### config.mk
export PLATFORM = sky130hd
export DESIGN_NAME = ctrl_registers
export DESIGN_NICKNAME = d
export VERILOG_FILES = /design/src/common/mempool_pkg.sv /design/src/design/ctrl_registers.sv
export VERILOG_INCLUDE_DIRS = /design/src /design/src/common
export SDC_FILE = /design/constraint.sdc
export NUM_CORES = 1
export LEC_CHECK = 0
export BUFFER_PORTS_ARGS = -buffer_cell sky130_fd_sc_hd__buf_2
export CAP_MARGIN = 5
export CORE_MARGIN = 10
export CORE_UTILIZATION = 40
export CTS_CLUSTER_DIAMETER = 150
export CTS_CLUSTER_SIZE = 8
export DETAILED_ROUTE_END_ITERATION = 16
export GPL_ROUTABILITY_DRIVEN = 1
export GPL_TIMING_DRIVEN = 0
export HOLD_SLACK_MARGIN = 0.15
export PLACE_DENSITY = 0.69
export SLEW_MARGIN = 20
export SYNTH_ARGS = -nofsm -noshare
export SYNTH_HDL_FRONTEND = slang
export SYNTH_SLANG_ARGS = --single-unit
export TNS_END_PERCENT = 1
### constraint.sdc
create_clock -name clk_i -period 1.5 [get_ports clk_i]
set_clock_uncertainty 0.2 [all_clocks]
set_input_delay 0.3 -clock clk_i [delete_from_list [all_inputs] [get_ports clk_i]]
set_output_delay 0.3 -clock clk_i [all_outputs]
set_load 0.05 [all_outputs]
### src/common/mempool_config.svh
// Address map and sizes of the memory subsystem
// The L2 window is derived from the bank count and depth, so keep both powers of two

`ifndef MEMPOOL_CONFIG_SVH
`define MEMPOOL_CONFIG_SVH

// L2 memory, word interleaved over the banks
`define MEMPOOL_L2_BASE        32'h8000_0000
`define MEMPOOL_NUM_L2_BANKS   4
`define MEMPOOL_L2_BANK_WORDS  256

// Boot ROM window, end address is inclusive
`define MEMPOOL_BOOTROM_BASE   32'hA000_0000
`define MEMPOOL_BOOTROM_END    32'hA000_FFFF
`define MEMPOOL_BOOTROM_WORDS  16

// Control registers, end address is exclusive
`define MEMPOOL_CTRL_BASE      32'h4000_0000
`define MEMPOOL_CTRL_END       32'h4001_0000

`define MEMPOOL_NUM_CORES      8

`endif

### src/common/mempool_pkg.sv
// Shared types of the memory subsystem
// Widths of the L2 index and the core mask follow the config header

`include "mempool_config.svh"

package mempool_pkg;

  typedef logic [31:0] addr_t; // Byte address
  typedef logic [31:0] data_t;
  typedef logic [3:0]  strb_t; // One enable per data byte

  // Word index over all L2 banks
  typedef logic [$clog2(`MEMPOOL_NUM_L2_BANKS * `MEMPOOL_L2_BANK_WORDS)-1:0] l2_addr_t;

  typedef logic [`MEMPOOL_NUM_CORES-1:0] core_mask_t;

  // Target of a request, RegionNone answers with an error
  typedef enum logic [1:0] {
    RegionL2,
    RegionBootrom,
    RegionCtrl,
    RegionNone
  } region_e;

endpackage : mempool_pkg

### src/design/ctrl_registers.sv
// Control registers: eoc at 0x0, wake-up at 0x4, core count at 0x8
// Unknown offsets read zero and drop writes

`timescale 1ns/1ns
`include "mempool_config.svh"

module ctrl_registers
  import mempool_pkg::*;
(
  input  logic       clk_i,
  input  logic       rst_n_i,
  input  logic       req_i,
  input  logic       we_i,
  input  addr_t      off_i,
  input  data_t      wdata_i,
  output data_t      rdata_o,
  output logic       eoc_valid_o,
  output core_mask_t wake_up_o
);

  localparam addr_t eoc_off       = 32'h0;
  localparam addr_t wake_up_off   = 32'h4;
  localparam addr_t num_cores_off = 32'h8;

  data_t      eoc_q;
  core_mask_t wake_up_q;
  logic       wr;
  logic       rd;

  assign wr = req_i && we_i;
  assign rd = req_i && !we_i;

  always_ff @(posedge clk_i or negedge rst_n_i) begin
    if (!rst_n_i) begin
      eoc_q     <= '0;
      wake_up_q <= '0;
    end else begin
      wake_up_q <= '0; // Wake-up is a one-cycle pulse
      if (wr && (off_i == eoc_off)) begin
        eoc_q <= wdata_i;
      end
      if (wr && (off_i == wake_up_off)) begin
        wake_up_q <= wdata_i[$bits(core_mask_t)-1:0];
      end
    end
  end

  // Read port, wake-up reads back as zero
  always_ff @(posedge clk_i) begin
    if (rd) begin
      case (off_i)
        eoc_off:       rdata_o <= eoc_q;
        num_cores_off: rdata_o <= data_t'(`MEMPOOL_NUM_CORES);
        default:       rdata_o <= '0;
      endcase
    end
  end

  assign eoc_valid_o = eoc_q[0];
  assign wake_up_o   = wake_up_q;

endmodule : ctrl_registers

* Word-level counts from Yosys, hierarchy flattened
Index checks and enable logic that the tools add are counted.
** Storage, ports and cells
- Bits in registers :: 72
- Bits in read-only memories :: 0
- Memory bits (writable) :: 0
- Memories :: 0
- Word-level logic and storage cells :: 13
- Output and inout bits :: 41
- Bits of input ports :: 68
- Latch bits :: 0
** Operators by class
- Equal/unequal tests :: 2
- Add/subtract/negate cells :: 0
- Div/mod/pow operators :: 0
- $mul :: 0
- Magnitude comparators :: 0
- Shift operators :: 0
- Mux-type cells :: 2
- Bitwise operators :: 0
- Reduce and logical (&&, ||, !) cells :: 6
** Operators by type and width (count)
- one-hot mux 32 bit (2 select lines) :: 1
- == test 32 x 3 -> 1 bit (second input constant) :: 1
- == test 32 x 4 -> 1 bit (second input constant) :: 1
- zero test 32 bit :: 1
- 2-to-1 mux 8 bit :: 1
- logical AND 1 bit :: 4
- zero test 1 bit :: 1

* Logic depth before layout (Yosys ltp)
- Depth in word-level cells :: 3
- Gate-level depth with buffers :: 5
- Depth with buffers taken out :: 4

* Least setup slack after synthesis
Ideal clock, no wire load.
- Path type :: input to register
- Start :: input port we_i
- End :: register rdata_o[0], enable pin
- Setup time :: 425 ps
- Stages on the path :: 1
- Slack :: -878 ps
- Data arrival time :: 1752 ps
- Buffers on the path :: 0
- Data required time :: 875 ps
- Path through :: nor2b_1
** On the way
- Cells in the longest elaborated chain, start to end :: 2
** Ends and longest elaborated chain
- start: declaration :: RTL line ctrl_registers.sv:13 : input logic we_i,
- zero test 1 bit :: RTL line ctrl_registers.sv:31 : assign rd = req_i && !we_i;
- logical AND 1 bit :: RTL line ctrl_registers.sv:31
- end signal: assignment :: RTL line ctrl_registers.sv:52 : eoc_off: rdata_o <= eoc_q;
- end signal: assignment :: RTL line ctrl_registers.sv:53 : num_cores_off: rdata_o <= data_t'(`MEMPOOL_NUM_CORES);
- end: declaration :: RTL line ctrl_registers.sv:16 : output data_t rdata_o,
Every way passes these cells.
A chain may end at the register's enable or synchronous reset.

* Worst setup path in the final report
- Start :: input port off_i[0]
- End :: register eoc_q[23]
** On the way
- Cells in the longest elaborated chain, start to end :: 2
** Ends and longest elaborated chain
- start: declaration :: RTL line ctrl_registers.sv:14 : input addr_t off_i,
- zero test 32 bit :: RTL line ctrl_registers.sv:39 : if (wr && (off_i == eoc_off)) begin
- logical AND 1 bit :: RTL line ctrl_registers.sv:39
- end signal: assignment :: RTL line ctrl_registers.sv:40 : eoc_q <= wdata_i;
- end: declaration :: RTL line ctrl_registers.sv:25 : data_t eoc_q;
Every way passes these cells.

==> results.md <==
- The capture point of the critical path is eoc_q[23]$_DFFE_PN0P_.
- The fraction of the mapped netlist area in adder cells is 0%.
- The synthesized netlist net count is 237.
- In this run the worst hold path is classified as in2async.
- The worst setup path is launched from a primary input.
- The vertical die dimension is 103 um.
- The area added between synthesis and finish is 58.4%.
- The required time of the critical path is 1.52 ns.
- Multiplexer cells account for 13.1% of the synthesized area.
- Once layout is complete, the utilization of the core stands at 64.7%.
- The flow ran to the end, but the final reports show violations.
- Of the total synthesized cell area, the portion taken by XOR and XNOR cells is 0%.
- The floorplan has 30 rows.
- The violation count after the first detailed-routing iteration is 37.
- Data arrives at the worst endpoint at 1.79 ns.
- The largest net degree at the start of global routing is 41.
- The multi-input logic area is 963 um2.
- Power spread over the standard cell area amounts to 952 mW/mm2.
- The sum of net half-perimeters after detailed placement is 4.81 mm.
- Timing analysis after detailed placement gives a worst setup slack of -0.807 ns.
- Of all nets on the critical path, the largest fanout is 6.
- The count of buffers added on input and output ports is 108.
- The global-route wire length before repair is 11.0 mm.
- The synthesized netlist devotes 0% of its cell area to compound gates.
- The routability congestion estimate is 0.786.
- The clock passes through at most 2 buffers.
- The total count of max-transition violations in the final report is 0.
- The clock-pin transition on the worst setup and hold timing paths is 0.07 ns.
- The cell count after synthesis came out at 169.
- The root buffer cell chosen for the clock tree is clkbuf_8.
- The number of nets with antenna violations after routing is 0.
- Clock latency on the worst-skew pair, taken at its later pin, is 0.33 ns.
- After synthesis, the cell types taking the most area are dfrtp_1 36%, edfxtp_1 35%, mux2_2 12%.
- The transition time at the pin with the least slew margin is 0.936 ns.
- Summed over all instances, the cell type with the most area after synthesis is dfrtp_1.
- After synthesis the cells add up to 0.00274 mm2.
- In the routed layout, each cell is associated on average with a via count of 4.82.
- The endpoint identified for the worst register-to-register timing path is eoc_q[7]$_DFFE_PN0P_.
- After layout, the worst setup slack is -0.271 ns.
- The via count of the routed design is 1994.
- The worst reg-to-reg path cell count is 1.
- Across the run, the number of max-cap violations was 0.
- After Yosys synthesis, and, or, nand and nor cells account for 13.7% of the synthesized area.
- The H-tree was split into 3 levels.
- The portion of total power attributed to the clock network is 37.4%.
- The number of distinct library cells after synthesis is 15.
- The wire length after detailed routing is 7.20 mm.
- The layout has 524 filler cells.
- The core region is 0.00672 mm2.
- In this run, synthesis produced a sequential element count of 72.
- The final setup violation count is 70.
- By area, the combinational part of the netlist is dominated by simple AND/OR/NAND/NOR gates.
- The die boundary width is 103 um.
- The share of synthesized area in the top cell type comes to 36.5%.
- In the routed design, unresolved DRC markers number 0.
- The fraction of power consumed by sequential logic is 51.1%.
- The normalized max-slew margin is 37.6%.
- Sequential elements use 71.5% of the synthesized area.
- Subtracting the final worst setup slack from the clock period gives 1.77 ns.
- The first element of the critical path is off_i[0].
- The CTS sink count is 72.
- Setup repair after global routing could not meet its margin everywhere.
- TritonCTS built the clock tree.
- The endpoint kind of the worst setup timing path is a flop.
- The critical path is of the in2reg type.
- The total count of hold-check failures in the final report is 40.
- The source of the worst register-to-register timing path is eoc_q[7]$_DFFE_PN0P_.
- Static timing analysis puts the maximum clock frequency at 565 MHz.
- Buffers inserted to repair hold after CTS numbered 33.
- The switching power is 0.992 mW.
- The register-to-register path setup slack is 0.52 ns.
- For this configuration, the core starts out at a cell density of 40.8%.
- The number of antenna violations at the first check in global routing is 0.
- The area enclosed by the die boundary is 0.0106 mm2.
- The area occupied by registers is 0.00196 mm2.
- Cells with a size suffix above 1 make up 53.6% of the layout.
- The all-layer global routing usage is 13.8%.
- The internal power of the cells is 3.15 mW.
- Buffers inserted during clock tree synthesis total 9.
- The mean instance size in the synthesized netlist is 16.2 um2.
- The final cycle utilization of the critical path is 118%.
- The first-pass iteration count of the detailed router is 4.
- The total grt overflow is 0.
- The maximum resistive drop on vdd is 0.429 mV.
- The number of nets at the end of the flow is 397.
- In this run, the combinational gates consume 11.6% of the power.
- The checks that failed: hold timing, setup timing.
- After detailed routing, the average wire length per cell comes to 17.4 um.
- 109 I/O pins were placed.
- Net switching is 24.0% of the power.
- During synthesis, Yosys emitted a total of 0 warnings.
- The reported leakage power is 1.95 nW.
- The final worst hold slack is -0.0924 ns.
- The via count of the first global-routing pass is 2236.
- The number of diodes added for antenna fixing is 0.
[state kept, by name, indices dropped and copies added (netlist names)]
signal     count
rdata_o       32
wake_up_o      8
eoc_q         32
[cell usage in the layout, fill, tap and decap left out, types with 2 or more instances in the layout]
cell,synthesis,routed
clkbuf_8,0,11
buf_6,3,10
buf_2,0,99
nand4_1,3,3
buf_8,0,3
nor4_4,0,7
buf_4,0,3
mux2_4,0,29
clkbuf_4,0,2
buf_12,0,2
edfxtp_1,32,32
clkbuf_1,3,2
and2_1,39,39
mux2_2,30,3
nor4_2,1,2
dfrtp_1,40,40
nor2_1,3,3
dlygate4sd3_1,0,33
[area by class of cell]
class / instances / share of cell area (%)
flip-flops and latches: 72 / 45.1
well taps: 80 / 2.30
clock inverters: 3 / 0.979
repair buffers: 149 / 24.1
clock buffers: 13 / 3.66
plain buffers: 6 / 1.67
multi-input cells: 91 / 22.2
[power by group through the flow]
stage               Sequential [mW]  Clock (mW)  Combinational [mW]
global route                   2.12        1.67               0.508
CTS                            2.11        1.57               0.471
finish                         2.11        1.55               0.479
global placement               2.15           0               0.369
detailed placement             2.15           0               0.384
floorplan                      2.32           0              0.0270
[critical path: stages]
cell and delay (ns):
buf_8 0.10, nor4_4 0.28, nand4_1 0.23, nor3_4 0.22
buf_6 0.18, buf_6 0.15, mux2_2 0.33
[Yosys cell counts, drive strengths merged]
cell	number
dfrtp	40
and2	39
edfxtp	32
mux2	32
nor4	10
buf	3
clkbuf	3
nand4	3
nor2	3
nand2	1
nand2b	1
nor2b	1
nor3	1
[metal layers]
metal / vias up / track usage, % / routed length [um]
met5: - / 0 / 0
met4: 0 / 5.45 / 76
met3: 5 / 5.23 / 517
met2: 82 / 24.5 / 3760
met1: 982 / 14.5 / 2840
li1: 925 / - / -
[logic make-up (layout without fill, tap and decap cells)]
kind of cell           count (synthesis)  in the layout
DFF                                   72             72
and+or+nand+nor                       59             59
muxes                                 32             32
buffers and inverters                  6            171
[worst min-delay path by stage]
stage	endpoint	slack (ns)	depth (start not counted)
3_3_place_gp	eoc_q[30]$_DFFE_PN0P_	0.26	1
2_1_floorplan	eoc_q[0]$_DFFE_PN0P_	-0.20	0
4_1_cts	eoc_q[3]$_DFFE_PN0P_	-0.07	1
3_5_place_dp	eoc_q[1]$_DFFE_PN0P_	0.27	1
5_1_grt	eoc_q[0]$_DFFE_PN0P_	-0.03	1
6_report	wake_up_o[0]$_DFF_PN0_	-0.09	1
[through the flow]
stage | cell area [um2] | total power, mW | instances | hold WS (ns) | TNS [ns]
after CTS | 4190 | 4.15 | 411 | -0.0682 | -12.70
final | 4350 | 4.14 | 414 | -0.0924 | -12.28
after global placement | 3460 | 2.52 | 357 | 0.261 | -75.11
after floorplan | 2820 | 2.35 | 169 | -0.196 | -27.75
after detailed placement | 3490 | 2.54 | 358 | 0.267 | -54.30
after global routing | 4350 | 4.29 | 414 | -0.0336 | -19.70
[timing repair]
item	CTS	global route
hold endpoints to repair	83	40
cloned	1	1
endpoints found under the setup margin	71	72
pin swaps	3	13
resized for setup	31	32
setup buffers	3	2
(Power assumes the default switching activity.)
