### config.mk
export PLATFORM = sky130hd
export DESIGN_NAME = mempool_addr_decode
export DESIGN_NICKNAME = d
export VERILOG_FILES = /design/src/common/mempool_pkg.sv /design/src/design/mempool_addr_decode.sv
export VERILOG_INCLUDE_DIRS = /design/src /design/src/common
export SDC_FILE = /design/constraint.sdc
export NUM_CORES = 1
export LEC_CHECK = 0
export BUFFER_PORTS_ARGS = -buffer_cell sky130_fd_sc_hd__clkbuf_2
export CAP_MARGIN = 30
export CORE_ASPECT_RATIO = 1.25
export CORE_MARGIN = 3
export CORE_UTILIZATION = 36
export DETAILED_ROUTE_END_ITERATION = 6
export PLACE_DENSITY_LB_ADDON = 0.05
export SETUP_SLACK_MARGIN = 0.3
export SYNTH_ARGS = -nofsm -noshare
export SYNTH_HDL_FRONTEND = slang
export SYNTH_SLANG_ARGS = --single-unit
export TNS_END_PERCENT = 1
### constraint.sdc
create_clock -name vclk -period 3.87
set_clock_uncertainty 0.2 [all_clocks]
set_input_delay 0 -clock vclk [all_inputs]
set_output_delay 0 -clock vclk [all_outputs]
set_load 0.01 [all_outputs]
### src/common/mempool_config.svh
// Address map and sizes of the memory subsystem
// The L2 window is derived from the bank count and depth, so keep both powers of two

`ifndef MEMPOOL_CONFIG_SVH
`define MEMPOOL_CONFIG_SVH

// L2 memory, word interleaved over the banks
`define MEMPOOL_L2_BASE        32'h8000_0000
`define MEMPOOL_NUM_L2_BANKS   4
`define MEMPOOL_L2_BANK_WORDS  256

// Boot ROM window, end address is inclusive
`define MEMPOOL_BOOTROM_BASE   32'hA000_0000
`define MEMPOOL_BOOTROM_END    32'hA000_FFFF
`define MEMPOOL_BOOTROM_WORDS  16

// Control registers, end address is exclusive
`define MEMPOOL_CTRL_BASE      32'h4000_0000
`define MEMPOOL_CTRL_END       32'h4001_0000

`define MEMPOOL_NUM_CORES      8

`endif

### src/common/mempool_pkg.sv
// Shared types of the memory subsystem
// Widths of the L2 index and the core mask follow the config header

`include "mempool_config.svh"

package mempool_pkg;

  typedef logic [31:0] addr_t; // Byte address
  typedef logic [31:0] data_t;
  typedef logic [3:0]  strb_t; // One enable per data byte

  // Word index over all L2 banks
  typedef logic [$clog2(`MEMPOOL_NUM_L2_BANKS * `MEMPOOL_L2_BANK_WORDS)-1:0] l2_addr_t;

  typedef logic [`MEMPOOL_NUM_CORES-1:0] core_mask_t;

  // Target of a request, RegionNone answers with an error
  typedef enum logic [1:0] {
    RegionL2,
    RegionBootrom,
    RegionCtrl,
    RegionNone
  } region_e;

endpackage : mempool_pkg

### src/design/mempool_addr_decode.sv
// Combinational address decode, at most one target strobe per request
// Boot ROM writes decode as unmapped and get an error

`timescale 1ns/1ns
`include "mempool_config.svh"

module mempool_addr_decode
  import mempool_pkg::*;
(
  input  logic     req_i,
  input  logic     we_i,
  input  addr_t    addr_i,
  output region_e  region_o,
  output logic     l2_req_o,
  output logic     rom_req_o,
  output logic     ctrl_req_o,
  output l2_addr_t l2_addr_o,
  output logic [3:0] rom_idx_o,
  output addr_t    ctrl_off_o
);

  localparam int    l2_idx_w = $bits(l2_addr_t);
  localparam addr_t l2_end   = `MEMPOOL_L2_BASE
                               + `MEMPOOL_NUM_L2_BANKS * `MEMPOOL_L2_BANK_WORDS * 4;

  logic in_l2;
  logic in_rom;
  logic in_ctrl;

  assign in_l2   = (addr_i >= `MEMPOOL_L2_BASE) && (addr_i < l2_end);
  assign in_rom  = (addr_i >= `MEMPOOL_BOOTROM_BASE) && (addr_i <= `MEMPOOL_BOOTROM_END);
  assign in_ctrl = (addr_i >= `MEMPOOL_CTRL_BASE) && (addr_i < `MEMPOOL_CTRL_END);

  always_comb begin
    region_o = RegionNone;
    if (in_l2) begin
      region_o = RegionL2;
    end else if (in_rom && !we_i) begin // ROM is read-only
      region_o = RegionBootrom;
    end else if (in_ctrl) begin
      region_o = RegionCtrl;
    end
  end

  assign l2_req_o   = req_i && (region_o == RegionL2);
  assign rom_req_o  = req_i && (region_o == RegionBootrom);
  assign ctrl_req_o = req_i && (region_o == RegionCtrl);

  // Word offsets inside each window
  assign l2_addr_o  = addr_i[l2_idx_w+1:2];
  assign rom_idx_o  = addr_i[5:2]; // Aliases over the whole ROM window
  assign ctrl_off_o = addr_i - `MEMPOOL_CTRL_BASE;

endmodule : mempool_addr_decode

Word-level counts from Yosys, hierarchy flattened
Index checks and enable logic that the tools add are counted.
Widths: inputs -> output; s select.
{ "totals": {"input_bits": 34, "register_bits": 0, "wordCells": 21} }
{ "classes": {"eq_ne": 2, "add_sub_neg": 1, "n_reduce_logical": 9, "mux": 3, "magnitude_cmp": 6} }
{ "op_table": {"columns": ["operator", "count"], "rows": [
  ["$ge 32x32->1 const B", 2],
  ["$ge 32x31->1 const B", 1],
  ["$le 32x32->1 const B", 1],
  ["$lt 32x31->1 const B", 1],
  ["$lt 32x32->1 const B", 1],
  ["$sub 32x31->32 const B", 1],
  ["$logic_and 1x1->1", 7],
  ["$mux 2", 2],
  ["$eq 2x1->1 const B", 1],
  ["$eq 2x2->1 const B", 1],
  ["$logic_not 2->1", 1],
  ["$logic_not 1->1", 1],
  ["$mux 1", 1]
]} }

Logic depth before layout (Yosys ltp)
Gate-level depths: netlist (run 1).
{ "logic_depth": {"depth_word": 7, "mapped_depth": 7, "mapped_depth_nobuf": 7} }

Least setup slack after synthesis (run 1)
OpenSTA, ideal clock, no wires.
{ "synth_timing": {"path_type": "input -> output", "start": "input addr_i[30]", "end": "output rom_req_o", "path_slack_ps": 2113, "arrival_time_ps": 1557, "required_ps": 3670, "stages": 7, "cell_sequence": "inv_1 ha_1 nand4_1 or4_1 o21ai_0 o2111ai_1 nor3b_1"} }
{ "synth_between": {"elab_chain_cells": 7, "elab_cells_between_ends": 15} }
{ "synth_rtl": {"columns": ["item", "line", "rtl"], "rows": [
  ["start, declared", "mempool_addr_decode.sv:12", "input addr_t addr_i,"],
  ["$ge 32x31->1 (no line) (tied with other cells)", null, null],
  ["$logic_and 1x1->1, on equally long branches", "mempool_addr_decode.sv:32, mempool_addr_decode.sv:31", null],
  ["$mux 1 / $logic_and 1x1->1 (equally long branches)", "mempool_addr_decode.sv:40, mempool_addr_decode.sv:38", null],
  ["$mux 2", "mempool_addr_decode.sv:38", "end else if (in_rom && !we_i) begin"],
  ["$mux 2 *", "mempool_addr_decode.sv:36", "if (in_l2) begin"],
  ["$eq 2x1->1 *", "mempool_addr_decode.sv:46", "assign rom_req_o = req_i && (region_o == RegionBootrom);"],
  ["$logic_and 1x1->1 *", "mempool_addr_decode.sv:46", null],
  ["end, declared", "mempool_addr_decode.sv:15", "output logic rom_req_o,"]
]} }
Mark *: on every way between the ends. The rest lies on a longest branch, timed or not.

Worst setup path after layout (run 1)
Ends and elaborated chain as after synthesis.

==> results.sh, run 1 <==
export IMPL_final_common_cell="clkbuf_2"
export IMPL_setup_viol=0
export IMPL_chipHeight_microns=53.4
export IMPL_grt_max_degree=7
export IMPL_cts_resized_gates=0
export IMPL_power_density_nw_per_um2=110
export IMPL_synthDistinctLibCells=23
export IMPL_required_ns=3.67
export IMPL_floorplan_initialDensity_pct=39.5
export IMPL_nClkBuffers=0
export IMPL_hold_viol_final=0
export IMPL_crit_start="addr_i[30]"
export IMPL_cp_start_kind="input port"
export IMPL_vias_per_cell=4.62
export IMPL_seq_cells=0
export IMPL_core_area_sq_um=1640
export IMPL_drt_iter0_markers=5
export IMPL_overflow=0
export IMPL_path_class="input port to primary output"
export IMPL_mostFrequentLayoutCells="clkbuf_2 (85), nor4_1 (4), nand4_1 (4), ha_1 (4)"
export IMPL_path_delay_family="simple AND/OR/NAND/NOR gates"
export IMPL_dpl_hpwl_microns=1400
export IMPL_drt_total_wl_microns=1500
export IMPL_synth_warning_count=0
export IMPL_seq_area_frac_synth_pct=0
export IMPL_grt_pass1_wl_microns=2010
export IMPL_endpoint_kind="primary output"
export IMPL_antenna_found_initial=0
export IMPL_rsz0062_at_grt="false"
export IMPL_fp_dieW_microns=44.0
export IMPL_synth_nets=121
export IMPL_avgSynthCellArea_sq_um=7.81
export IMPL_cpMostUsedCell="clkbuf_2"
export IMPL_drive_gt1_share_pct=73.4
export IMPL_hold_path_startpoint="addr_i[21]"
export IMPL_ioPinCount=85
export IMPL_ant_nets=0
export IMPL_netlist_instances=83
export IMPL_vias=656
export IMPL_synth_compound_area_share_pct=10.0
export IMPL_die_area_sq_um=2350
export IMPL_cp_max_fo=6
export IMPL_postCtsHoldBufs=0
export IMPL_top_usage_layer="met2"
export IMPL_dr_pass1_iters=3
export IMPL_finalSetupTns_ns=0
export IMPL_postCtsSetupBuffers=0
export IMPL_fmax_mhz=493
export IMPL_grt_pass1_vias=471
export IMPL_met3_usage_pct=0
export IMPL_gr_usage_met2_pct=18.9
export IMPL_grtUsageTotal_pct=10.5
export IMPL_synthAdderAreaFrac_pct=7.72
export IMPL_fin_util_pct=46.6
export IMPL_synth_top_family_by_area="buffers and inverters"
export IMPL_hold_path_class="input port to primary output"
export IMPL_synthMuxAreaShare_pct=0
export IMPL_p_leak_nw=0.476
export IMPL_status="finished, final reports clean"
export IMPL_cp_data_arrival_time_ns=1.83
export IMPL_slew_viol_final=0
export IMPL_port_buffer_count=85
export IMPL_yosys_area_top_type="buf_4"
export IMPL_wire_per_inst_microns=10.5
export IMPL_min_period_over_period_pct=52.4
export IMPL_max_stage_delay_ns=0.40
export IMPL_n_antenna_cell=0
export IMPL_num_rows=16
export IMPL_syn_to_final_growth_pct=18.1
export IMPL_remaining_drc_errors=0
export IMPL_maxCapViolations=0
export IMPL_slew_headroom_pct=75.3
export IMPL_worst_pin_slew_ns=0.368
export IMPL_cp_num_buf_inv=3
export IMPL_seq_area_sq_um=0
export IMPL_worstPathCellList="clkbuf_2, inv_1, ha_1, nand4_1, or4_1, o21ai_0, o2111ai_1, nor3b_1, clkbuf_2"
export IMPL_layout_min_cycle_time_ns=2.03
export IMPL_cp_slowest_cell="or4_1"
export IMPL_use_met1_pct=14.7
export IMPL_yosysTopAreaCellShare_pct=51.0
export IMPL_synthTopCellsByArea="buf_4 (51%), ha_1 (7.7%), a2111oi_4 (4.2%), nand4_1 (3.9%), nor4_1 (3.9%)"
export IMPL_fin_nets=164
export IMPL_synth_simple_gate_area_share_pct=29.5
export IMPL_max_vdd_ir_drop_v=0.0000466
export IMPL_place_congestion=0.694
export IMPL_synthXorXnorAreaFrac_pct=0
export IMPL_syn_area_sq_um=648
## cell usage after synthesis, types with 2 or more instances
| master | instances |
|---|---|
| a21oi_1 | 3 |
| nor3b_1 | 2 |
| inv_1 | 3 |
| nor4_1 | 4 |
| nor2b_1 | 2 |
| nand2_1 | 2 |
| ha_1 | 4 |
| buf_4 | 44 |
| nand4_1 | 4 |
| or4_4 | 2 |
## kinds of logic (layout without fill, tap and decap cells)
kind of cell | count (synthesis) | count (layout)
AOI/OAI and AO/OA | 7 | 7
adders and majority gates | 4 | 4
buffers and inverters | 47 | 88
and+or+nand+nor | 25 | 25
## per-stage QoR
| step | total power [mW] | hold WS, ns | setup slack [ns] | instance area, sq um | std cells |
|---|---|---|---|---|---|
| 4_1_cts | 0.0856 | 0.00499 | 1.87 | 766 | 142 |
| 6_report | 0.0844 | 0.00300 | 1.84 | 766 | 142 |
| 2_1_floorplan | 0.0643 | -0.130 | 2.11 | 648 | 83 |
| 3_3_place_gp | 0.0849 | 0.00291 | 1.88 | 766 | 142 |
| 5_1_grt | 0.0926 | 0.00956 | 1.65 | 766 | 142 |
| 3_5_place_dp | 0.0854 | 0.00404 | 1.90 | 766 | 142 |
## where the power goes
part / total, mW / leakage [nW] / internal, mW / switching, mW
logic: 0.0844 / 0.476 / 0.0384 / 0.0460
clock network: 0 / 0 / 0 / 0
registers: 0 / 0 / 0 / 0
total: 0.0844 / 0.476 / 0.0384 / 0.0460
## layout make-up
class | instances | area (sq um)
Timing Repair Buffer | 85 | 425
Tap cell | 18 | 22.5
Fill cell | 179 | 876
Inverter | 3 | 11.3
Multi-Input combinational cell | 36 | 307
## metal layers
metal | share of wire (%) | vias to the layer above
li1 | - | 338
met4 | 0 | 0
met1 | 38 | 269
met5 | 0 | -
met2 | 48 | 49
met3 | 14 | 0
## worst paths after layout
check | depth (start not counted) | to | slack [ns]
worst max-delay path | 9 | rom_req_o | 1.84
worst min-delay path | 2 | ctrl_off_o[21] | 0.003
(Power assumes the default switching activity.)
==> run 2, diff against run 1 <==
Settings changed: CORE_UTILIZATION 36 to 33.
Clock period 3.87 ns to 2.1 ns, I/O delays scaled along.
==> run 2 against run 1 <==
Against the previous run: routed wire length up 6.3%; die area rose by 7.9%; global-route usage is 0.53 points lower; worst setup slack got worse by 1.6 ns; worst hold slack improved by 0.00087 ns; sequential share of layout area stayed put; final area increased by 2.8%; count of clock-buffer cells in the layout did not move; via count is 6.4% higher; non-clock buffer count increased by 1; critical path depth fell by 2; combinational power increased by 88%; largest power group unchanged.
==> results.sh, run 2 (synthesized netlist as in run 1, its figures left out) <==
export IMPL_mostFrequentLayoutCells="clkbuf_2 (85), nand4_1 (4), ha_1 (4)"
export IMPL_die_area_sq_um=2540
export IMPL_hold_depth=2
export IMPL_layout_min_cycle_time_ns=1.87
export IMPL_drt_total_wl_microns=1590
export IMPL_grt_pass1_vias=532
export IMPL_p_switching_uw=86.8
export IMPL_slew_viol_final=0
export IMPL_cp_data_arrival_time_ns=1.67
export IMPL_wire_per_inst_microns=11.0
export IMPL_dpl_hpwl_microns=1530
export IMPL_p_int_uw=72.1
export IMPL_finalSetupTns_ns=0
export IMPL_drt_iter0_markers=9
export IMPL_dr_pass1_iters=4
export IMPL_fin_nets=165
export IMPL_worst_pin_slew_ns=0.377
export IMPL_grt_max_degree=7
export IMPL_remaining_drc_errors=0
export IMPL_fmax_mhz=536
export IMPL_core_area_sq_um=1810
export IMPL_power_density_nw_per_um2=202
export IMPL_drive_gt1_share_pct=75.2
export IMPL_cp_start_kind="input port"
export IMPL_p_comb_share_pct=100.0
export IMPL_post_place_ws_ns=0.165
export IMPL_overflow=0
export IMPL_floorplan_initialDensity_pct=35.8
export IMPL_hold_viol_final=0
export IMPL_syn_to_final_growth_pct=21.4
export IMPL_p_leak_nw=0.482
export IMPL_postCtsHoldBufs=0
export IMPL_chipHeight_microns=55.6
export IMPL_endpoint_kind="primary output"
export IMPL_port_buffer_count=85
export IMPL_vias_per_cell=4.85
export IMPL_fp_dieW_microns=45.6
export IMPL_seq_area_sq_um=0
export IMPL_maxCapViolations=0
export IMPL_setup_viol=0
export IMPL_swShare_pct=54.7
export IMPL_nClkBuffers=0
export IMPL_seqPwrFrac_pct=0
export IMPL_required_ns=1.90
export IMPL_setup_slack_ns=0.233
export IMPL_path_class="input port to primary output"
export IMPL_final_common_cell="clkbuf_2"
export IMPL_fillers=195
export IMPL_n_antenna_cell=0
export IMPL_grt_pass1_wl_microns=2060
export IMPL_clockPowerShare_pct=0
export IMPL_seq_cells=0
export IMPL_status="finished, final reports clean"
export IMPL_hold_path_class="input port to primary output"
export IMPL_num_rows=17
export IMPL_place_congestion=0.755
export IMPL_min_period_over_period_pct=88.9
export IMPL_slew_headroom_pct=74.9
export IMPL_ant_nets=0
export IMPL_cp_max_fo=5
export IMPL_multi_input_area_sq_um=319
export IMPL_vias=698
export IMPL_antenna_found_initial=0
export IMPL_rsz0062_at_grt="true"
export IMPL_ioPinCount=85
export IMPL_grtUsageTotal_pct=9.99
export IMPL_max_vdd_ir_drop_v=0.0000825
==> run 2: changes by cell type in the layout (fill, tap and decap cells not counted), sizes merged <==
cell	delta
buf	+1
==> run 2: critical path: stages <==
cell and delay [ns]:
clkbuf_2 0.09, or4_4 0.54, nor2_4 0.14, nand4b_4 0.12, a2111oi_4 0.42, and4b_1 0.24
clkbuf_2 0.12
==> run 2: through the flow <==
| stage | cell area, sq um | utilization (%) | power, mW | hold slack (ns) | cells |
|---|---|---|---|---|---|
| detailed placement | 774 | 42.8 | 0.160 | 0.00507 | 144 |
| global placement | 774 | 42.8 | 0.159 | 0.00341 | 144 |
| floorplan | 648 | - | 0.119 | -0.130 | 83 |
| finish | 787 | 43.5 | 0.159 | 0.00387 | 144 |
| global route | 787 | 43.5 | 0.174 | 0.00818 | 144 |
| CTS | 781 | 43.2 | 0.161 | 0.00573 | 144 |
==> run 2: layout make-up <==
class,count,share of cell area (%)
Timing Repair Buffer,86,55.0
Tap cell,19,3.02
Inverter,3,1.43
Multi-Input combinational cell,36,40.5
==> run 2: what timing repair did <==
| item | 4_1_cts | 5_1_grt |
|---|---|---|
| setup endpoints to repair | 5 | 5 |
| buffers inserted | 0 | 0 |
| resized for setup | 1 | 2 |
| pin swaps | 1 | 1 |
==> run 2: path summary, 6_finish.rpt <==
kind              startpoint              to  slack (ns)
setup / recovery  addr_i[16]      ctrl_req_o        0.23
hold / removal    addr_i[26]  ctrl_off_o[26]       0.004
==> run 2: routing by layer <==
metal | wire length, microns | GRT usage, % | up-vias
li1 | - | - | 342
met1 | 504 | 9.71 | 305
met4 | 0 | 0 | 0
met2 | 858 | 21.8 | 51
met3 | 229 | 0.326 | 0
met5 | 0 | 0 | -
==> run 2: power by group through the flow <==
stage	registers [mW]	logic, mW	clock network [mW]
after detailed placement	0	0.160	0
after CTS	0	0.161	0
after global placement	0	0.159	0
after floorplan	0	0.119	0
after global routing	0	0.174	0
final	0	0.159	0
