### src/common/mempool_config.svh
// Address map and sizes of the memory subsystem
// The L2 window is derived from the bank count and depth, so keep both powers of two

`ifndef MEMPOOL_CONFIG_SVH
`define MEMPOOL_CONFIG_SVH

// L2 memory, word interleaved over the banks
`define MEMPOOL_L2_BASE        32'h8000_0000
`define MEMPOOL_NUM_L2_BANKS   4
`define MEMPOOL_L2_BANK_WORDS  256

// Boot ROM window, end address is inclusive
`define MEMPOOL_BOOTROM_BASE   32'hA000_0000
`define MEMPOOL_BOOTROM_END    32'hA000_FFFF
`define MEMPOOL_BOOTROM_WORDS  16

// Control registers, end address is exclusive
`define MEMPOOL_CTRL_BASE      32'h4000_0000
`define MEMPOOL_CTRL_END       32'h4001_0000

`define MEMPOOL_NUM_CORES      8

`endif

### src/common/mempool_pkg.sv
// Shared types of the memory subsystem
// Widths of the L2 index and the core mask follow the config header

`include "mempool_config.svh"

package mempool_pkg;

  typedef logic [31:0] addr_t; // Byte address
  typedef logic [31:0] data_t;
  typedef logic [3:0]  strb_t; // One enable per data byte

  // Word index over all L2 banks
  typedef logic [$clog2(`MEMPOOL_NUM_L2_BANKS * `MEMPOOL_L2_BANK_WORDS)-1:0] l2_addr_t;

  typedef logic [`MEMPOOL_NUM_CORES-1:0] core_mask_t;

  // Target of a request, RegionNone answers with an error
  typedef enum logic [1:0] {
    RegionL2,
    RegionBootrom,
    RegionCtrl,
    RegionNone
  } region_e;

endpackage : mempool_pkg

### src/design/mempool_resp_mux.sv
// Response stage, one cycle after each request
// Writes return zero data, unmapped requests raise err_o

`timescale 1ns/1ns

module mempool_resp_mux
  import mempool_pkg::*;
(
  input  logic    clk_i,
  input  logic    rst_n_i,
  input  logic    req_i,
  input  region_e region_i,
  input  data_t   l2_rdata_i,
  input  data_t   rom_rdata_i,
  input  data_t   ctrl_rdata_i,
  input  logic    we_i,
  output logic    rvalid_o,
  output data_t   rdata_o,
  output logic    err_o
);

  logic    valid_q;
  logic    we_q;
  region_e region_q;

  always_ff @(posedge clk_i or negedge rst_n_i) begin
    if (!rst_n_i) begin
      valid_q  <= 1'b0;
      we_q     <= 1'b0;
      region_q <= RegionNone;
    end else begin
      valid_q <= req_i;
      if (req_i) begin
        we_q     <= we_i;
        region_q <= region_i;
      end
    end
  end

  assign rvalid_o = valid_q;
  assign err_o    = valid_q && (region_q == RegionNone);

  always_comb begin
    rdata_o = '0;
    if (valid_q && !we_q) begin
      case (region_q)
        RegionL2:      rdata_o = l2_rdata_i;
        RegionBootrom: rdata_o = rom_rdata_i;
        RegionCtrl:    rdata_o = ctrl_rdata_i;
        default:       rdata_o = '0; // Unmapped
      endcase
    end
  end

endmodule : mempool_resp_mux

### config.mk
export PLATFORM = sky130hd
export DESIGN_NAME = mempool_resp_mux
export DESIGN_NICKNAME = d
export VERILOG_FILES = /design/src/common/mempool_pkg.sv /design/src/design/mempool_resp_mux.sv
export VERILOG_INCLUDE_DIRS = /design/src /design/src/common
export SDC_FILE = /design/constraint.sdc
export NUM_CORES = 1
export LEC_CHECK = 0
export ABC_AREA = 1
export BUFFER_PORTS_ARGS = -buffer_cell sky130_fd_sc_hd__buf_4
export CORE_MARGIN = 2
export CORE_UTILIZATION = 34
export DETAILED_ROUTE_END_ITERATION = 8
export PLACE_DENSITY = 0.86
export SYNTH_ARGS = -nofsm -noshare
export SYNTH_HDL_FRONTEND = slang
export SYNTH_SLANG_ARGS = --single-unit
### constraint.sdc
create_clock -name clk_i -period 1.7 [get_ports clk_i]
set_input_delay 0.34 -clock clk_i [delete_from_list [all_inputs] [get_ports clk_i]]
set_output_delay 0.34 -clock clk_i [all_outputs]
set_load 0.02 [all_outputs]
* Word level (Yosys, flattened, before mapping)
Index checks and enable logic that the tools add are counted.
Word-level totals: register bits 4, input bits 102, output and inout bits 34, word-level logic and storage cells 12
Cells by class: eq/ne operators 3, multiplexer cells 2, reduce and logical (&&, ||, !) cells 4
Operators by type and width (count):
- $pmux 32 s3 | 1
- $mux 32 | 1
- $eq 2x2->1 const B | 2
- $eq 2x1->1 const B | 1
- $logic_and 1x1->1 | 2
- $logic_not 2->1 | 1
- $logic_not 1->1 | 1

* Longest topological paths before layout
Gate-level depths: netlist of the first run.
depth in word-level cells 3, mapped depth 7, mapped depth without buffers 5

* Least setup slack after synthesis of the first run
No wires, ideal clock.
path kind register -> output, from register region_q[0], to output port err_o, arrival time 1.349 ns, required time 1.360 ns, path slack 0.011 ns, cell stages (with the launch flop) 5, path buffers 2, cell sequence dfstp_2 -> buf_6 -> inv_2 -> buf_6 -> nor3_1
Between the ends: longest elaborated chain between the ends 2
RTL lines:
- from (decl) | RTL line mempool_resp_mux.sv:24 | region_e region_q;
- from (signal assigned) | RTL line mempool_resp_mux.sv:30 | region_q <= RegionNone;
- from (signal assigned) | RTL line mempool_resp_mux.sv:35 | region_q <= region_i;
- $eq 2x2->1 | RTL line mempool_resp_mux.sv:41 | assign err_o = valid_q && (region_q == RegionNone);
- $logic_and 1x1->1 | RTL line mempool_resp_mux.sv:41
- to (decl) | RTL line mempool_resp_mux.sv:19 | output logic err_o
No other way between the ends.

* Worst setup path in the final report of the first run
from register region_q[0], to output port rdata_o[11]
Between the ends: longest elaborated chain between the ends 3, elaborated cells between the ends (all ways) 5, classes of those cells 2 x eq/ne; 2 x mux; 1 x reduce/logical
RTL lines:
- $eq 2x2->1, or another cell as far along | RTL line mempool_resp_mux.sv:46 | case (region_q)
- $pmux 32 s3 (*) | RTL line mempool_resp_mux.sv:46
- $mux 32 (*) | RTL line mempool_resp_mux.sv:45 | if (valid_q && !we_q) begin
- to (decl) | RTL line mempool_resp_mux.sv:18 | output data_t rdata_o,
Mark *: on every way between the ends. The rest lies on a longest branch, timed or not.

==> results by group, run 1 <==
Synth
  • Post-synth EDFFs: 0
  • Mapped Cells: 227
  • Post-synthesis sequential area ratio: 8.52%
  • Synth warn: 0
  • Distinct cells, synth: 17
  • Top cells by count, synth: 92 x nand3_1, 66 x nand2_1, 33 x inv_1
  • Post-synth top area share: 38.3%
  • Largest cells by area after synthesis: nand3_1 38%, nand2_1 21%, inv_1 10%
  • Syn nets: 329
  • Post-Syn Area: 1200 um^2
  • Most used DFF post-synth: dfstp_2
  • Count leader, synth: nand3_1
  • Yosys top cell by area: nand3_1
  • Avg Cell Area, Syn: 5.30 um^2
  • Async SR Flop Fraction: 100%
  • Number of synthesized register bits: 4

Run
  • # Max-Cap Violations: 0

Die
  • Core area: 3360 um^2
  • Area of the die: 4030 um^2
  • Io pins: 136
  • Initial Utilization: 35.8%
  • Chip height: 63.5 um
  • Chip Width: 63.5 um
  • Site row count: 21

Drt
  • DRT Wirelength: 6200 um
  • DRT antenna net count: 0
  • Via Count: 2180
  • Vias/cell: 5.28
  • Iteration-0 DRC Markers: 204
  • DRC violation count after routing: 0
  • DR pass1 iterations: 4
  • DR WL/cell: 15.0 um

Finish
  • Multi-input logic area: 1050 um^2
  • Register Area: 103 um^2
  • Diodes inserted: 0
  • Layout cells sized above 1: 65.1%
  • Area Growth Syn to Fin: 133%
  • Non-filler instance count after layout: 413
  • Post-layout nets: 470
  • FILL cells: 219

Power
  • Leakage: 1.66 nW
  • Pwr Density: 422 nW/um^2
  • VDD IR max: 0.383 mV
  • Total power draw: 1.19 mW

GRT
  • Initial antenna violation count: 0
  • GR Overflow Total: 0
  • Largest net degree at the start of global routing: 35
  • First-pass GRT wire length: 8850 um
  • GRT Util Overall: 26.9%
  • Vias in the first global route: 1999

Clocking
  • TritonCTS clock tree: done
  • TritonCTS sink count: 4
  • Root buffer cell: clkbuf_4
  • Clk Latency, worst-skew pair: 0.23 ns
  • Longest Clk Path Bufs: 2
  • H-tree Lvls: 1
  • Num CTS Buffers: 3
  • Clk slew on worst S/H paths: 0.04 ns

Setup path
  • Kind of critical path: flip-flop to output pin
  • CP Capture Type: output pin
  • Crit path DAT: 1.53 ns
  • Startpoint Class: flip-flop
  • Worst-path fanout max: 6
  • Worst Path Required: 1.36 ns

Place
  • Hpwl dp: 3740 um
  • PortBufs: 135
  • Placed instance count: 400
  • RePlAce Congestion: 0.812

Timing
  • Slew margin rel.: 85.6%
  • Slew @ Worst Pin: 0.213 ns
  • Slew Viols, Final: 0
  • Finish-stage setup viols: 33
  • Achievable Freq: 0.535 GHz
  • Setup ws final: -0.169 ns
  • Minimum clock period: 1.87 ns
  • Final Hold Vio Count: 0
  • Skew final: 0 ns
  • Hold WS: 0.249 ns
  • RSZ-0062 raised after global routing: yes
  • Fin crit share: 110%

Worst hold path
  • Hold Crit Class: input port to flip-flop

Run status
  • Status: finished with violations
  • Failing checks: setup timing
==> worst max-delay path, cell delays in order (launching register included) <==
cell and delay (ns):
dfstp_2 0.58, buf_6 0.13, nor2_8 0.06, buf_12 0.14, nand2_2 0.06, nand3_2 0.07, nand2_1 0.07, inv_1 0.06
buf_6 0.13
==> repair_timing <==
item / CTS / global route
hold buffers: 1 / 0
gates cloned: 1 / 1
pin swaps: 2 / 13
gates resized for setup: 57 / 72
setup buffers: 6 / 0
setup endpoints to repair: 33 / 33
hold endpoints to repair: 2 / 0
==> power by group <==
| part | internal (mW) | switching, mW |
|---|---|---|
| clock | 0.0884 | 0.0433 |
| combinational | 0.480 | 0.458 |
| sequential | 0.107 | 0.00896 |
==> registers in the layout, summed over array words and instances (netlist names) <==
name,flops
rvalid_o,1
region_q,2
we_q,1
==> logic make-up (layout without fill, tap and decap cells) <==
logic type | count (synthesis) | count (layout) | synth area share, %
flip-flops | 4 | 4 | 8.52
AND/OR/NAND/NOR | 165 | 165 | 64.6
AO/OA/AOI/OAI | 2 | 2 | 0.832
buffers and inverters | 55 | 195 | 25.2
multiplexers | 1 | 1 | 0.935
==> path summary, 6_finish.rpt <==
path	startpoint	to	slack, ns	cells after the start
hold reg to reg	we_q	we_q	0.54	1
setup reg to reg	region_q[0]	region_q[0]	0.58	3
min in group asynchronous	rst_n_i	we_q	0.44	2
max in group asynchronous	rst_n_i	region_q[0]	1.06	2
setup / recovery	region_q[0]	rdata_o[11]	-0.17	8
hold / removal	req_i	rvalid_o	0.25	1
==> cell type report <==
class,instances,area share (%)
clock buffers,4,0.935
inverters,35,5.21
repair buffers,156,50.7
flip-flops and latches,4,3.65
multi-input cells,168,37.4
well taps,46,2.05
==> cells in the final DEF, fill, tap and decap left out, drive strengths merged <==
cell type / instances
inv: 35
o21ai: 2
dfrtp: 2
mux2: 1
nor2: 2
dfstp: 2
nor3: 1
nand3: 96
buf: 154
dlygate4sd3: 1
clkbuf: 5
nand2: 66
==> layer usage <==
metal	GRT usage (%)	up-vias	wire length (um)
met3	5.00	20	587
met4	5.71	0	185
met2	52.1	146	3350
li1	-	1013	-
met5	0	-	0
met1	29.8	1001	2070
==> through the flow <==
| step | TNS [ns] | setup WS [ns] | instance area (um^2) | utilization (%) |
|---|---|---|---|---|
| detailed placement | -0.0391 | -0.0257 | 2210 | 65.7 |
| floorplan | 0 | 0.0114 | 1200 | - |
| finish | -4.15 | -0.169 | 2810 | 83.6 |
| global route | -6.05 | -0.218 | 2810 | 83.6 |
| global placement | 0 | 0.0188 | 2210 | 65.7 |
| CTS | -3.27 | -0.121 | 2540 | 75.7 |
Power figures use the tool's default switching activity.
==> run 2: changes to the inputs <==
--- a/config.mk
+++ b/config.mk
@@ -6,12 +6,11 @@
 export SDC_FILE = /design/constraint.sdc
 export NUM_CORES = 1
 export LEC_CHECK = 0
-export ABC_AREA = 1
 export BUFFER_PORTS_ARGS = -buffer_cell sky130_fd_sc_hd__buf_4
 export CORE_MARGIN = 2
-export CORE_UTILIZATION = 34
+export CORE_UTILIZATION = 39
 export DETAILED_ROUTE_END_ITERATION = 8
-export PLACE_DENSITY = 0.86
+export PLACE_DENSITY = 0.87
 export SYNTH_ARGS = -nofsm -noshare
 export SYNTH_HDL_FRONTEND = slang
 export SYNTH_SLANG_ARGS = --single-unit
==> run 2 against run 1 <==
  * The flow still finishes with violations (setup timing)
  * Synthesized area grew 30%
  * Synthesized cell count shrank 30%
  * Critical path depth shrank 2
  * Critical endpoint is now rdata_o[22]
==> results by group, run 2 <==
Setup path
  • Worst path depth: 6 (-2)
  • Worst Path Required: 1.36 ns (about the same)
  • Slowest CP cell: dfstp_2
  • CP top delay family: buffers and inverters
  • Reg2Reg Depth: 3 (unchanged)
  • Flop2flop setup slack: 0.39 ns (-0.19 ns)
  • Kind of critical path: flip-flop to output pin
  • Startpoint Class: flip-flop
  • Crit path DAT: 1.62 ns (+0.09 ns)
  • Worst-path fanout max: 8 (+2)
  • Setup crit end: rdata_o[22]
  • R2R Path End: region_q[0]
  • CP Capture Type: output pin
  • Reg2reg start: region_q[0]
  • Max stage delay on crit path: 0.56 ns (-0.02 ns)
  • Most Frequent Cell on Critical Path: a211oi_2
  • Critical path, cell by cell: buf_12 -> buf_8 -> buf_16 -> a211oi_2 -> a211oi_2 -> buf_4
  • Worst Path Buf+Inv: 4 (unchanged)
  • Worst Setup SP: region_q[1]

Timing
  • Final Hold Vio Count: 0 (unchanged)
  • Slew Viols, Final: 0 (unchanged)
  • Slew margin rel.: 85.0% (-0.64 points)
  • Slew @ Worst Pin: 0.225 ns (+0.0114 ns)
  • RSZ-0062 raised after global routing: yes
  • Achievable Freq: 0.511 GHz (-4.5%)
  • Minimum clock period: 1.96 ns (+0.0874 ns)
  • Finish-stage setup viols: 33 (unchanged)
  • Fin crit share: 115% (+5.1 points)
  • Skew final: 0 ns (unchanged)
  • Hold WS: 0.267 ns (+0.0187 ns)
  • Setup ws final: -0.256 ns (-0.0874 ns)
  • Setup TNS: -6.85 ns (-2.69 ns)

Clocking
  • Longest Clk Path Bufs: 2 (unchanged)
  • Clk slew on worst S/H paths: 0.03 ns (about the same)
  • H-tree Lvls: 1 (unchanged)
  • Num CTS Buffers: 3 (unchanged)
  • Root buffer cell: clkbuf_8
  • Clk Latency, worst-skew pair: 0.22 ns (about the same)
  • TritonCTS sink count: 4 (unchanged)
  • TritonCTS clock tree: done

Die
  • Site row count: 23 (+9.5%)
  • Chip Width: 67.3 um (+6.0%)
  • Io pins: 136 (unchanged)
  • Initial Utilization: 39.7% (+3.9 points)
  • Core area: 3940 um^2 (+17%)
  • Area of the die: 4530 um^2 (+12%)
  • Chip height: 67.3 um (+6.0%)

Synth
  • Synth warn: 0 (unchanged)
  • Most used DFF post-synth: dfstp_2
  • Mapped Cells: 159 (-30%)
  • Yosys top cell by area: a211oi_2
  • Top cells by count, synth: 61 x a211oi_2, 32 x nand2b_1, 32 x nor2b_1
  • Distinct cells, synth: 16 (-1)
  • Post-synthesis sequential area ratio: 6.56% (-2.0 points)
  • Syn nets: 261 (-21%)
  • Async SR Flop Fraction: 100% (unchanged)
  • Avg Cell Area, Syn: 9.84 um^2 (+86%)
  • Largest cells by area after synthesis: a211oi_2 49%, nand2b_1 13%, nor2b_1 13%
  • Post-Syn Area: 1560 um^2 (+30%)
  • Count leader, synth: a211oi_2
  • Number of synthesized register bits: 4 (unchanged)
  • Post-synth EDFFs: 0 (unchanged)
  • Post-synth top area share: 48.8% (+11 points)

Run status
  • Status: finished with violations
  • Failing checks: setup timing

Power
  • VDD IR max: 0.508 mV (+33%)
  • Pwr Density: 475 nW/um^2 (+13%)
  • Leakage: 1.40 nW (-16%)
  • Combinational share of power: 77.7% (-1.4 points)
  • Reg power frac: 8.0% (-1.8 points)
  • Clock power frac: 14.3% (+3.2 points)
  • Sw frac: 37.6% (-5.4 points)
  • P_int: 955 uW (+41%)
  • Sw Pwr: 576 uW (+13%)

Drt
  • DR pass1 iterations: 4 (unchanged)
  • DRT antenna net count: 0 (unchanged)
  • Vias/cell: 5.21 (-1.3%)
  • Iteration-0 DRC Markers: 99 (-51%)
  • DR WL/cell: 16.9 um (+13%)
  • DRC violation count after routing: 0 (unchanged)
  • DRT Wirelength: 6050 um (-2.4%)
  • Via Count: 1865 (-14%)

Finish
  • Area Growth Syn to Fin: 106%
  • Top reg by flops: region_q
  • Diodes inserted: 0 (unchanged)
  • Layout cells sized above 1: 81.2% (+16 points)
  • Commonest non-fill, non-tap cells in the layout: 137 x buf_4, 62 x a211oi_2, 31 x nor2b_1
  • Most common library cell in the layout ignoring fill and taps: buf_4
  • Largest register FFs: 2 (unchanged)
  • Post-layout nets: 411 (-13%)
  • FILL cells: 242 (+11%)
  • Layout Utilization: 81.7% (-1.9 points)

GRT
  • First-pass GRT wire length: 7800 um (-12%)
  • GR Overflow Total: 0 (unchanged)
  • Vias in the first global route: 1707 (-15%)
  • Initial antenna violation count: 0 (unchanged)
  • Largest net degree at the start of global routing: 33 (-5.7%)
  • GRT Util Overall: 22.2% (-4.7 points)

Place
  • Hpwl dp: 3550 um (-5.1%)
  • Pre-CTS setup slack: -0.0545 ns (-0.0288 ns)
  • RePlAce Congestion: 0.755 (-7.0%)
  • PortBufs: 135 (unchanged)

Worst hold path
  • Worst Hold Depth: 1 (unchanged)
  • Hold Crit Class: input port to flip-flop

Run
  • # Max-Cap Violations: 0 (unchanged)
-- run 2: cell types whose count changed after synthesis, sizes merged, moves of 4 or more --
cell | previous run | this run
nand2b | 0 | 32
nor2b | 0 | 32
a211oi | 0 | 64
clkbuf | 0 | 4
nand2 | 66 | 1
nand3 | 96 | 0
inv | 35 | 0
-- run 2: logic make-up after synthesis --
logic type      after synthesis  share of synthesized area, %
compound gates               64                          50.2
buf+inv                      21                          13.4
flops                         4                          6.56
mux                           3                          2.16
simple gates                 67                          27.7
-- run 2: worst min-delay path by stage --
stage               startpoint        to  slack [ns]
floorplan              rst_n_i  rvalid_o        0.04
global placement       rst_n_i      we_q        0.14
detailed placement     rst_n_i      we_q        0.14
CTS                      req_i  rvalid_o        0.27
global route             req_i  rvalid_o        0.26
finish                   req_i  rvalid_o        0.27
-- run 2: metal layers --
layer	part of all wire, %	track usage [%]
met3	6.6	3.00
met2	54	42.5
met4	2.3	8.16
met5	0	0
met1	37	24.6
-- run 2: area by class of cell --
class                   instances  area, um^2  share of cell area [%]
clock buffers                   4        45.0                    1.40
well taps                      50        62.6                    1.94
repair buffers                166        1650                    51.2
multi-input cells             134        1360                    42.2
flip-flops and latches          4         106                    3.30
-- run 2: power groups by stage --
stage	Clock, mW	Combinational (mW)	Sequential [mW]
2_1_floorplan	0	0.553	0.116
3_3_place_gp	0	0.835	0.126
3_5_place_dp	0	0.851	0.127
4_1_cts	0.216	1.05	0.123
5_1_grt	0.235	1.25	0.124
6_report	0.219	1.19	0.123
-- run 2: what timing repair did --
item                                    CTS  global route
hold endpoints to repair                  2             0
gates resized for setup                  19            11
endpoints found under the setup margin   33            33
pin swaps                                 7            31
hold buffers                              1             0
cloned                                    6             6
buffers inserted                          5             4
-- run 2: through the flow --
step	power [mW]	instances	instance area [um^2]
CTS	1.39	348	2970
detailed placement	0.978	332	2590
floorplan	0.669	159	1560
global placement	0.960	332	2590
global route	1.61	358	3220
finish	1.53	358	3220
==> run 3: changes to the inputs <==
--- a/config.mk
+++ b/config.mk
@@ -10,6 +10,7 @@
 export CORE_MARGIN = 2
 export CORE_UTILIZATION = 39
 export DETAILED_ROUTE_END_ITERATION = 8
+export GPL_TIMING_DRIVEN = 0
 export PLACE_DENSITY = 0.87
 export SYNTH_ARGS = -nofsm -noshare
 export SYNTH_HDL_FRONTEND = slang
==> run 3 against run 2 <==
  * The flow still finishes with violations (setup timing)
  * Count of clock-buffer cells in the layout shrank 1
  * Non-clock buffer count grew 1
  * Via count shrank 4.0%
  * First-iteration DRC count shrank 25%
  * Wire length shrank 12%
  * Hold slack gained 0.010 ns
  * Worst setup slack lost 0.0036 ns
  * Largest power group unchanged
==> results by group, run 3 (same netlist as run 2, synthesis figures left out) <==
Power
  • Clock power frac: 14.5% (+0.2 points)
  • Pwr Density: 456 nW/um^2 (-4.1%)
  • Leakage: 1.28 nW (-8.7%)
  • Sw frac: 38.6% (+0.92 points)
  • Reg power frac: 8.8% (+0.8 points)
  • Sw Pwr: 524 uW (-9.1%)
  • Combinational share of power: 76.8% (-0.9 points)
  • VDD IR max: 0.667 mV (+31%)
  • P_int: 834 uW (-13%)

Place
  • PortBufs: 135 (unchanged)
  • DP Area: 2640 um^2 (+1.9%)
  • Placed instance count: 344 (+3.6%)
  • Hpwl dp: 3850 um (+8.3%)
  • RePlAce Congestion: 0.830 (+9.8%)

Die
  • Area of the die: 4530 um^2 (unchanged)
  • Site row count: 23 (unchanged)
  • Core area: 3940 um^2 (unchanged)
  • Initial Utilization: 39.7% (unchanged)
  • Chip height: 67.3 um (unchanged)
  • Chip Width: 67.3 um (unchanged)
  • Io pins: 136 (unchanged)

Drt
  • DR WL/cell: 14.8 um (-12%)
  • Via Count: 1791 (-4.0%)
  • Vias/cell: 5.00 (-4.0%)
  • DR pass1 iterations: 4 (unchanged)
  • DRT antenna net count: 0 (unchanged)
  • DRC violation count after routing: 0 (unchanged)
  • Iteration-0 DRC Markers: 74 (-25%)
  • DRT Wirelength: 5300 um (-12%)

Run
  • # Max-Cap Violations: 0 (unchanged)

Clocking
  • TritonCTS sink count: 4 (unchanged)
  • H-tree Lvls: 1 (unchanged)
  • TritonCTS clock tree: done
  • Clk slew on worst S/H paths: 0.03 ns (about the same)
  • Longest Clk Path Bufs: 2 (unchanged)
  • Num CTS Buffers: 3 (unchanged)
  • Clk Latency, worst-skew pair: 0.21 ns (about the same)
  • Root buffer cell: clkbuf_8

Setup path
  • Startpoint Class: flip-flop
  • CP Capture Type: output pin
  • Kind of critical path: flip-flop to output pin
  • Worst-path fanout max: 8 (unchanged)
  • Worst Path Required: 1.36 ns (about the same)
  • Crit path DAT: 1.62 ns (about the same)

Timing
  • Finish-stage setup viols: 33 (unchanged)
  • Fin crit share: 115% (+0.21 points)
  • Slew Viols, Final: 0 (unchanged)
  • Skew final: 0 ns (unchanged)
  • Slew @ Worst Pin: 0.298 ns (+0.0733 ns)
  • Minimum clock period: 1.96 ns (+0.00363 ns)
  • Achievable Freq: 0.510 GHz (-0.19%)
  • Slew margin rel.: 80.1% (-4.9 points)
  • Final Hold Vio Count: 0 (unchanged)
  • RSZ-0062 raised after global routing: yes
  • Setup ws final: -0.260 ns (-0.00363 ns)

GRT
  • Vias in the first global route: 1655 (-3.0%)
  • Initial antenna violation count: 0 (unchanged)
  • Largest net degree at the start of global routing: 11 (-67%)
  • First-pass GRT wire length: 7760 um (-0.45%)
  • GR Overflow Total: 0 (unchanged)
  • GRT Util Overall: 21.7% (-0.48 points)

Run status
  • Status: finished with violations
  • Failing checks: setup timing

Finish
  • Layout cells sized above 1: 78.9% (-2.3 points)
  • Diodes inserted: 0 (unchanged)
  • Commonest non-fill, non-tap cells in the layout: 138 x buf_4, 63 x a211oi_2, 31 x nor2b_1
  • Non-filler instance count after layout: 358 (unchanged)
  • Area Growth Syn to Fin: 90.5%
  • Top reg by flops: region_q
  • Post-route design area: 2980 um^2 (-7.5%)
  • Largest register FFs: 2 (unchanged)
  • Most common library cell in the layout ignoring fill and taps: buf_4
  • FILL cells: 316 (+31%)
  • Post-layout nets: 412 (+0.24%)

Worst hold path
  • Hold Crit Class: input port to flip-flop
[run 3: changes by cell type in the layout (fill, tap and decap cells not counted), sizes merged]
cell	before	now
clkbuf	9	10
bufbuf	1	0
[run 3: final cells by class]
cell class,instances,area [um^2],area share [%]
multi-input combinational,134,1300,43.7
timing repair buffer,146,1200,40.4
buffer,21,265,8.90
sequential,4,103,3.44
tap,50,62.6,2.10
clock buffer,3,41.3,1.39
[run 3: routing by layer]
| metal | GRT usage (%) | wire (um) | vias to the layer above |
|---|---|---|---|
| li1 | - | - | 893 |
| met1 | 25.1 | 1930 | 823 |
| met2 | 41.8 | 2980 | 69 |
| met3 | 2.50 | 333 | 6 |
| met4 | 5.36 | 52 | 0 |
| met5 | 0 | 0 | - |
[run 3: worst paths after layout]
kind / end / slack (ns) / start / cells past startpoint
worst max-delay path: rdata_o[7] / -0.26 / region_q[1] / 6
worst min-delay path: rvalid_o / 0.28 / req_i / 1
worst max register to register: region_q[1] / 0.44 / region_q[1] / 5
worst min register to register: we_q / 0.56 / we_q / 1
max in group asynchronous: region_q[0] / 1.04 / rst_n_i / 2
min in group asynchronous: we_q / 0.46 / rst_n_i / 2
[run 3: stage by stage]
stage | hold slack [ns] | utilization, % | power (mW) | setup TNS (ns) | setup slack, ns
6_report | 0.278 | 75.6 | 1.36 | -6.33 | -0.260
5_1_grt | 0.274 | 75.6 | 1.44 | -8.79 | -0.344
4_1_cts | 0.272 | 73.1 | 1.32 | -7.83 | -0.256
3_5_place_dp | 0.138 | 67.0 | 1.01 | -0.473 | -0.0439
3_3_place_gp | 0.135 | 67.0 | 0.999 | -0.131 | -0.0155
2_1_floorplan | 0.0444 | - | 0.669 | 0 | 0.0319
[run 3: power groups by stage]
stage | logic (mW) | registers (mW) | clock network, mW
after floorplan | 0.553 | 0.116 | 0
after global placement | 0.884 | 0.115 | 0
after detailed placement | 0.892 | 0.116 | 0
after CTS | 0.999 | 0.118 | 0.200
after global routing | 1.11 | 0.120 | 0.212
final | 1.04 | 0.119 | 0.197
[run 3: critical path: stages, from the launching register on]
cell and delay, ns:
dfstp_2 0.55, buf_8 0.12, buf_12 0.15, clkbuf_16 0.15
a211oi_2 0.07, a211oi_2 0.18, buf_4 0.18
[run 3: timing repair]
item	4_1_cts	5_1_grt
setup endpoints to repair	33	33
pin swaps	30	25
cloned	4	2
endpoints found under the hold margin	2	0
gates resized for setup	16	18
setup buffers	5	0
hold buffers	1	0
